$ cat src/hw/game_pkg.sv
// game rules: state encoding, scan keycodes, background ids and health sizing; health fits HEALTH_W bits
package game_pkg;

	// game flow states, 3-bit encoded
	typedef enum logic [2:0]
	{
		Menu,
		Round_Paused,
		Round_Started,
		Blue_Wins,
		Red_Wins
	} game_state_t;

	// keyboard scan codes, one key at a time
	localparam logic [7:0] KEY_SELECT     = 8'h28;
	localparam logic [7:0] KEY_UP_W       = 8'h1A;
	localparam logic [7:0] KEY_UP_ARROW   = 8'h52;
	localparam logic [7:0] KEY_DOWN_S     = 8'h16;
	localparam logic [7:0] KEY_DOWN_ARROW = 8'h51;

	// background ids
	localparam int BG_W = 2;

	// arena maps selectable from the menu
	localparam logic [BG_W-1:0] MAP_FIRST = 2'd0;
	localparam logic [BG_W-1:0] MAP_LAST  = 2'd1;

	// win screens
	localparam logic [BG_W-1:0] BG_BLUE_WIN = 2'd2;
	localparam logic [BG_W-1:0] BG_RED_WIN  = 2'd3;

	// player health
	localparam int HEALTH_W = 2;
	localparam logic [HEALTH_W-1:0] HEALTH_MAX = 2'd3;

endpackage

$ cat src/hw/video_pkg.sv
// video layout: fixed 8x6 tile map stored row-major, address = row*MAP_COLS + col, 4-bit tile codes
package video_pkg;

	// tile map geometry
	localparam int MAP_COLS   = 8;
	localparam int MAP_ROWS   = 6;
	localparam int TILE_COUNT = MAP_COLS * MAP_ROWS;

	// tile memory address and word width
	localparam int ADDR_W = 6;
	localparam int TILE_W = 4;

	// border tile per background, indexed by background id
	localparam logic [TILE_W-1:0] WALL_CODE [4] = '{
		4'h1,
		4'h5,
		4'h9,
		4'hC
	};

	// interior tile per background
	localparam logic [TILE_W-1:0] FLOOR_CODE [4] = '{
		4'h2,
		4'h6,
		4'hA,
		4'hD
	};

endpackage

$ cat src/hw/key_events.sv
// keydown detector: one keycode at a time, a key must change to fire again; pulses lag keycode by one cycle
module key_events
(
	input  logic       Clk,
	input  logic       arst_n,
	input  logic [7:0] keycode,
	output logic       sel_press,
	output logic       up_press,
	output logic       down_press
);

	logic [7:0] prev_key;
	logic       new_key;
	logic       is_up;
	logic       is_down;

	// a key counts only in the cycle it first shows up
	assign new_key = (keycode != prev_key);

	// letter and arrow layouts both map onto up and down
	assign is_up = (keycode == game_pkg::KEY_UP_W) ||
		(keycode == game_pkg::KEY_UP_ARROW);
	assign is_down = (keycode == game_pkg::KEY_DOWN_S) ||
		(keycode == game_pkg::KEY_DOWN_ARROW);

	always_ff @(posedge Clk or negedge arst_n)
	begin
		if (!arst_n)
		begin
			prev_key   <= 8'h00;
			sel_press  <= 1'b0;
			up_press   <= 1'b0;
			down_press <= 1'b0;
		end
		else
		begin
			prev_key   <= keycode;
			sel_press  <= new_key && (keycode == game_pkg::KEY_SELECT);
			up_press   <= new_key && is_up;
			down_press <= new_key && is_down;
		end
	end

endmodule

$ cat src/hw/hit_referee.sv
// health referee: hits count only while round_active, one win pulse per round, blue wins a tie
module hit_referee
(
	input  logic Clk,
	input  logic arst_n,
	input  logic round_start,
	input  logic round_active,
	input  logic hit_blue,
	input  logic hit_red,
	output logic blue_wins,
	output logic red_wins
);

	logic [game_pkg::HEALTH_W-1:0] health_blue;
	logic [game_pkg::HEALTH_W-1:0] health_red;
	logic                          decided;
	logic                          blue_down;
	logic                          red_down;
	logic                          hit_b_ok;
	logic                          hit_r_ok;

	// hits are ignored outside a live round or after a winner is known
	assign hit_b_ok = hit_blue && round_active && !decided;
	assign hit_r_ok = hit_red && round_active && !decided;

	// this hit takes the last health point
	assign blue_down = hit_b_ok && (health_blue == 1);
	assign red_down  = hit_r_ok && (health_red == 1);

	always_ff @(posedge Clk or negedge arst_n)
	begin
		if (!arst_n)
		begin
			health_blue <= game_pkg::HEALTH_MAX;
			health_red  <= game_pkg::HEALTH_MAX;
			decided     <= 1'b0;
			blue_wins   <= 1'b0;
			red_wins    <= 1'b0;
		end
		else
		begin
			// pulses by default
			blue_wins <= 1'b0;
			red_wins  <= 1'b0;
			if (round_start)
			begin
				health_blue <= game_pkg::HEALTH_MAX;
				health_red  <= game_pkg::HEALTH_MAX;
				decided     <= 1'b0;
			end
			else
			begin
				// saturate at zero
				if (hit_b_ok && (health_blue != '0))
					health_blue <= health_blue - 1'b1;
				if (hit_r_ok && (health_red != '0))
					health_red <= health_red - 1'b1;
				// red down means blue wins, and blue takes a simultaneous knockout
				blue_wins <= red_down;
				red_wins  <= blue_down && !red_down;
				if (red_down || blue_down)
					decided <= 1'b1;
			end
		end
	end

endmodule

$ cat src/hw/game_state.sv
// game flow FSM: presses are ignored while a background loads; a win beats reset_round in the same cycle
module game_state
(
	input  logic                          Clk,
	input  logic                          arst_n,
	input  logic                          sel_press,
	input  logic                          up_press,
	input  logic                          down_press,
	input  logic                          blue_wins,
	input  logic                          red_wins,
	input  logic                          reset_round,
	input  logic                          busy,
	output game_pkg::game_state_t         state,
	output logic [game_pkg::BG_W-1:0]     bg_sel,
	output logic                          load_req,
	output logic                          round_start,
	output logic                          round_active
);

	game_pkg::game_state_t next_state;
	logic                  accept;
	logic                  sel_ok;
	logic                  up_ok;
	logic                  down_ok;
	logic                  entering;

	// a request just issued counts as a load in progress
	assign accept  = !busy && !load_req;
	assign sel_ok  = sel_press && accept;
	assign up_ok   = up_press && accept;
	assign down_ok = down_press && accept;

	assign round_active = (state == game_pkg::Round_Started);
	assign entering     = (next_state != state);

	always_comb
	begin
		next_state = state;
		unique case (state)
			game_pkg::Menu:
				if (sel_ok)
					next_state = game_pkg::Round_Paused;
			game_pkg::Round_Paused:
				if (sel_ok)
					next_state = game_pkg::Round_Started;
			game_pkg::Round_Started:
			begin
				// win first, then round reset
				if (blue_wins)
					next_state = game_pkg::Blue_Wins;
				else if (red_wins)
					next_state = game_pkg::Red_Wins;
				else if (reset_round)
					next_state = game_pkg::Round_Paused;
			end
			game_pkg::Blue_Wins,
			game_pkg::Red_Wins:
				if (sel_ok)
					next_state = game_pkg::Menu;
			default:
				next_state = game_pkg::Menu;
		endcase
	end

	always_ff @(posedge Clk or negedge arst_n)
	begin
		if (!arst_n)
		begin
			state       <= game_pkg::Menu;
			bg_sel      <= game_pkg::MAP_FIRST;
			load_req    <= 1'b0;
			round_start <= 1'b0;
		end
		else
		begin
			state <= next_state;
			// new background on entry to paused or a win screen
			load_req <= entering && ((next_state == game_pkg::Round_Paused) ||
				(next_state == game_pkg::Blue_Wins) ||
				(next_state == game_pkg::Red_Wins));
			round_start <= entering && (next_state == game_pkg::Round_Paused);

			if (entering && (next_state == game_pkg::Blue_Wins))
				bg_sel <= game_pkg::BG_BLUE_WIN;
			else if (entering && (next_state == game_pkg::Red_Wins))
				bg_sel <= game_pkg::BG_RED_WIN;
			else if (entering && (next_state == game_pkg::Menu))
				bg_sel <= game_pkg::MAP_FIRST;
			else if ((state == game_pkg::Menu) && !entering)
			begin
				// map choice saturates at both ends
				if (up_ok && (bg_sel != game_pkg::MAP_LAST))
					bg_sel <= bg_sel + 1'b1;
				else if (down_ok && (bg_sel != game_pkg::MAP_FIRST))
					bg_sel <= bg_sel - 1'b1;
			end
		end
	end

endmodule

$ cat src/hw/background_loader.sv
// tile map writer: one map per load_req, load_req while busy is dropped, words held stable until accepted
module background_loader
(
	input  logic                              Clk,
	input  logic                              arst_n,
	input  logic                              load_req,
	input  logic [game_pkg::BG_W-1:0]         bg_sel,
	input  logic                              tile_ready,
	output logic                              busy,
	output logic                              tile_valid,
	output logic [video_pkg::ADDR_W-1:0]      tile_addr,
	output logic [video_pkg::TILE_W-1:0]      tile_data
);

	logic                             loading;
	logic [game_pkg::BG_W-1:0]        bg_reg;
	logic [video_pkg::ADDR_W-1:0]     col;
	logic [video_pkg::ADDR_W-1:0]     row;
	logic                             on_ring;
	logic                             xfer;
	logic                             last_word;

	assign busy       = loading;
	assign tile_valid = loading;

	assign xfer      = loading && tile_ready;
	assign last_word = (tile_addr == video_pkg::ADDR_W'(video_pkg::TILE_COUNT - 1));

	// row-major map position of the current word
	assign col = tile_addr % video_pkg::ADDR_W'(video_pkg::MAP_COLS);
	assign row = tile_addr / video_pkg::ADDR_W'(video_pkg::MAP_COLS);

	// outer ring gets the wall tile
	assign on_ring = (col == '0) ||
		(col == video_pkg::ADDR_W'(video_pkg::MAP_COLS - 1)) ||
		(row == '0) ||
		(row == video_pkg::ADDR_W'(video_pkg::MAP_ROWS - 1));

	assign tile_data = on_ring ? video_pkg::WALL_CODE[bg_reg] : video_pkg::FLOOR_CODE[bg_reg];

	always_ff @(posedge Clk or negedge arst_n)
	begin
		if (!arst_n)
		begin
			loading   <= 1'b0;
			tile_addr <= '0;
			bg_reg    <= game_pkg::MAP_FIRST;
		end
		else if (!loading)
		begin
			if (load_req)
			begin
				loading   <= 1'b1;
				tile_addr <= '0;
				bg_reg    <= bg_sel;
			end
		end
		else if (xfer)
		begin
			if (last_word)
			begin
				loading   <= 1'b0;
				tile_addr <= '0;
			end
			else
				tile_addr <= tile_addr + 1'b1;
		end
	end

endmodule

$ cat src/hw/game_top.sv
// game core top: hits arrive as external pulses, tile memory sits outside behind the valid/ready stream
module game_top
(
	input  logic                              Clk,
	input  logic                              arst_n,
	input  logic [7:0]                        keycode,
	input  logic                              hit_blue,
	input  logic                              hit_red,
	input  logic                              reset_round,
	input  logic                              tile_ready,
	output game_pkg::game_state_t             state,
	output logic [game_pkg::BG_W-1:0]         bg_sel,
	output logic                              tile_valid,
	output logic [video_pkg::ADDR_W-1:0]      tile_addr,
	output logic [video_pkg::TILE_W-1:0]      tile_data,
	output logic                              busy
);

	// key events
	logic sel_press;
	logic up_press;
	logic down_press;

	// referee handshake
	logic blue_wins;
	logic red_wins;
	logic round_start;
	logic round_active;

	logic load_req;

	key_events u_key_events
	(
		.Clk        (Clk),
		.arst_n     (arst_n),
		.keycode    (keycode),
		.sel_press  (sel_press),
		.up_press   (up_press),
		.down_press (down_press)
	);

	hit_referee u_hit_referee
	(
		.Clk          (Clk),
		.arst_n       (arst_n),
		.round_start  (round_start),
		.round_active (round_active),
		.hit_blue     (hit_blue),
		.hit_red      (hit_red),
		.blue_wins    (blue_wins),
		.red_wins     (red_wins)
	);

	game_state u_game_state
	(
		.Clk          (Clk),
		.arst_n       (arst_n),
		.sel_press    (sel_press),
		.up_press     (up_press),
		.down_press   (down_press),
		.blue_wins    (blue_wins),
		.red_wins     (red_wins),
		.reset_round  (reset_round),
		.busy         (busy),
		.state        (state),
		.bg_sel       (bg_sel),
		.load_req     (load_req),
		.round_start  (round_start),
		.round_active (round_active)
	);

	background_loader u_background_loader
	(
		.Clk        (Clk),
		.arst_n     (arst_n),
		.load_req   (load_req),
		.bg_sel     (bg_sel),
		.tile_ready (tile_ready),
		.busy       (busy),
		.tile_valid (tile_valid),
		.tile_addr  (tile_addr),
		.tile_data  (tile_data)
	);

endmodule

$ cat config.mk
export PLATFORM = sky130hd
export DESIGN_NAME = game_top
export DESIGN_NICKNAME = d
export VERILOG_FILES = /design/src/hw/game_pkg.sv /design/src/hw/video_pkg.sv /design/src/hw/key_events.sv /design/src/hw/hit_referee.sv /design/src/hw/game_state.sv /design/src/hw/background_loader.sv /design/src/hw/game_top.sv
export SDC_FILE = /design/constraint.sdc
export NUM_CORES = 1
export LEC_CHECK = 0
export BUFFER_PORTS_ARGS = -buffer_cell sky130_fd_sc_hd__buf_2
export CAP_MARGIN = 25
export CORE_MARGIN = 3
export CORE_UTILIZATION = 55
export CTS_CLUSTER_SIZE = 14
export DETAILED_ROUTE_END_ITERATION = 8
export PLACE_DENSITY = 0.91
export SLEW_MARGIN = 20
export SYNTH_ARGS = -nofsm -noshare
export SYNTH_HDL_FRONTEND = slang
export SYNTH_SLANG_ARGS = --single-unit
$ cat constraint.sdc
create_clock -name Clk -period 2.28 [get_ports Clk]
set_clock_uncertainty 0.2 [all_clocks]
set_input_delay 0.342 -clock Clk [delete_from_list [all_inputs] [get_ports Clk]]
set_output_delay 0.342 -clock Clk [all_outputs]
set_load 0.01 [all_outputs]
==> impl_metrics.csv <==
group,metric,value,unit
yosys,synth_cell_types,45,
final_layout,largest-register,"u_key_events.prev_key",
yosys,yosys_register_bits,34,
worst_setup_path,crit_chain,"ha_4 -> mux2i_1 -> o21ai_1 -> and3_1 -> nor2_1 -> buf_2",
global_routing,grt_remaining_overflow,0,
hold_path,hp-class,"in -> reg",
timing,maxSlewViolCount,0,
clock_network,cts_root_buf,"clkbuf_4",
clock_network,cts.sinks,34,
power,ir_drop,0.646,mV
worst_setup_path,crit_path_top_delay_cell,"dfrtp_2",
global_routing,antenna_found_initial,0,
timing,maxSlewHeadroom,0.526,
worst_setup_path,slowest_delay,450,ps
worst_setup_path,required,1740,ps
final_layout,final_nets,236,
placed_design,pre_cts_slack,444,ps
final_layout,fin_util,0.738,
floorplan,num_rows,19,
placed_design,io_buffers,30,
timing,setup_viol,0,
worst_setup_path,worstSetupPathType,"reg -> out",
global_routing,grt.total_usage,0.195,
run_status,status,"finished, final reports clean",
route,wl_per_cell,13.5,um
placed_design,routabilityCongestion,0.868,
worst_setup_path,worst_path_dominant_cell_family,"flip-flops",
final_layout,drive_above_1_share,0.251,
route,drtIter0Drc,88,
final_layout,area_delta_synth_final,21.2,%
global_routing,grt_start_max_net_pins,35,
timing,whs,58.2,ps
yosys,ys_async_sr_fraction,1.00,
yosys,synth_edf_count,0,
clock_network,cts_buffer_depth,2,
yosys,synthFlopType,"dfrtp_1",
final_layout,instances_no_fill,257,
power,p_per_area,663,nW/um2
yosys,syn_inst,172,
route,route.detailed.drc,0,
placed_design,placed_cells,239,
placed_design,dpl.hpwl,2.36,mm
yosys,synth_top_area_share,0.425,
power,leakage,1.02,nW
final_layout,layout_common_cells,"buf_2 (30), dfrtp_1 (28), nand2_1 (16)",
yosys,synth_warnings,0,
global_routing,grt_pass1_wl,5.99,mm
global_routing,grt_pass1_vias,1346,
yosys,synth_seq_area_share,0.485,
clock_network,ctsHtreeMaxLevel,2,
floorplan,core-area,2900,um2
yosys,synth_area_per_cell,10.3,um2
floorplan,boundaryPins,31,
timing,max_clock_freq,460,MHz
worst_setup_path,endpoint_kind,"output port",
yosys,netlist_area,1770,um2
yosys,synth_area_leader_cell,"dfrtp_1",
floorplan,die_h,62.7,um
clock_network,cts_made_buffers,5,
floorplan,start_util,0.609,
worst_setup_path,arrival,1630,ps
clock_network,clk_latency,340,ps
yosys,syn_nets,194,
final_layout,largestRegisters,"u_key_events.prev_key: 8 flops, u_background_loader.tile_addr: 6 flops, u_game_state.state: 3 flops",
route,routed_via_density,5.47,
route,drt-total-wl,3.47,mm
route,ant_nets,0,
timing,min_period_over_period,0.954,
floorplan,die_area,3930,um2
timing,hold_viol,0,
final_layout,layout_commonest_cell,"buf_2",
timing,setup_ws,104,ps
route,first_pass_iters,4,
worst_setup_path,crit_fanout,5,
timing,worstMarginPinSlew,712,ps
final_layout,num_antenna_cells,0,
clock_network,path_clk_slew,100,ps
worst_setup_path,path_buf_inv,1,
yosys,synth_area_leaders,"dfrtp_1 (43%), dfstp_2 (6.0%), ha_1 (5.7%)",
clock_network,cts_tree,"done",
route,route.vias.total,1407,
floorplan,die_w,62.7,um
worst_setup_path,cp-start-kind,"flip-flop",
timing,period_needed,2180,ps
job,drv_cap,0,
final_layout,largest_reg_flops,8,
[power by group]
part           switching, W  internal [W]
clock network      0.000194      0.000210
logic              0.000151      0.000142
registers         0.0000718      0.000649
[worst register-to-register path, stage by stage (launching register included)]
cell,delay (ps)
dfrtp_1,470
or3b_4,450
a22o_1,240
or2_0,220
a32oi_1,160
[Yosys cell counts (all sizes together), types with 2 or more instances]
cell    instances
nor4b           2
nor2           11
nand4           3
ha              8
xor2            7
nand2          16
xnor2           6
inv            10
a21oi           5
o22ai           2
clkbuf          4
mux2            3
nand3b          3
a22o            3
and3            2
nor3            3
a21o            2
o21ai           9
nor2b           5
dfstp           4
a31oi           4
dfrtp          30
a211o           2
nor4            5
nand2b          4
[metal layers]
layer	GRT usage	up-vias	routed length [um]
met5	0	-	0
met4	0.0744	0	65
met3	0.0701	8	194
met2	0.322	37	1710
met1	0.233	671	1500
li1	-	691	-
[final timing paths]
kind | startpoint | endpoint | slack [ps] | cells past startpoint
max | u_background_loader.tile_addr[0] | tile_data[0] | 100 | 6
min | hit_blue | u_hit_referee.red_wins | 60 | 3
max reg2reg | u_background_loader.busy | u_game_state.bg_sel[1] | 470 | 4
min reg2reg | u_hit_referee.decided | u_hit_referee.blue_wins | 300 | 1
max in group asynchronous | arst_n | u_background_loader.tile_addr[1] | 1000 | 2
min in group asynchronous | arst_n | u_game_state.state[1] | 370 | 2
[through the flow]
stage          setup TNS, ps  total power (W)  cell area, um2
2_1_floorplan              0         0.000870            1770
3_3_place_gp               0         0.000980            1950
3_5_place_dp               0         0.000983            1950
4_1_cts                    0          0.00140            2110
5_1_grt                -73.4          0.00152            2140
6_report                   0          0.00142            2140
[layout make-up]
cell class                      instances  area [um2]
Sequential cell                        34         858
Clock buffer                            8        78.8
Timing Repair Buffer                   40         248
Inverter                               10        37.5
Fill cell                             218         761
Tap cell                               42        52.6
Multi-Input combinational cell        123         865
[what timing repair did]
| item | 4_1_cts | 5_1_grt |
|---|---|---|
| setup buffers | 0 | 1 |
| hold endpoints to repair | 38 | 0 |
| setup endpoints to repair | 0 | 2 |
| resized for setup | 0 | 6 |
| hold buffers | 9 | 0 |
[cells by family (layout without fill, tap and decap cells)]
kind of cell | count (synthesis) | after routing | share of synthesized area
buffers and inverters | 15 | 58 | 0.0340
muxes | 4 | 4 | 0.0248
DFF | 34 | 34 | 0.485
AOI/OAI and AO/OA | 36 | 36 | 0.141
xor gates and xnor gates | 13 | 13 | 0.0645
and+or+nand+nor | 62 | 62 | 0.194
adders and majority gates | 8 | 8 | 0.0567
No activity file was read; power rests on OpenSTA's default activity.
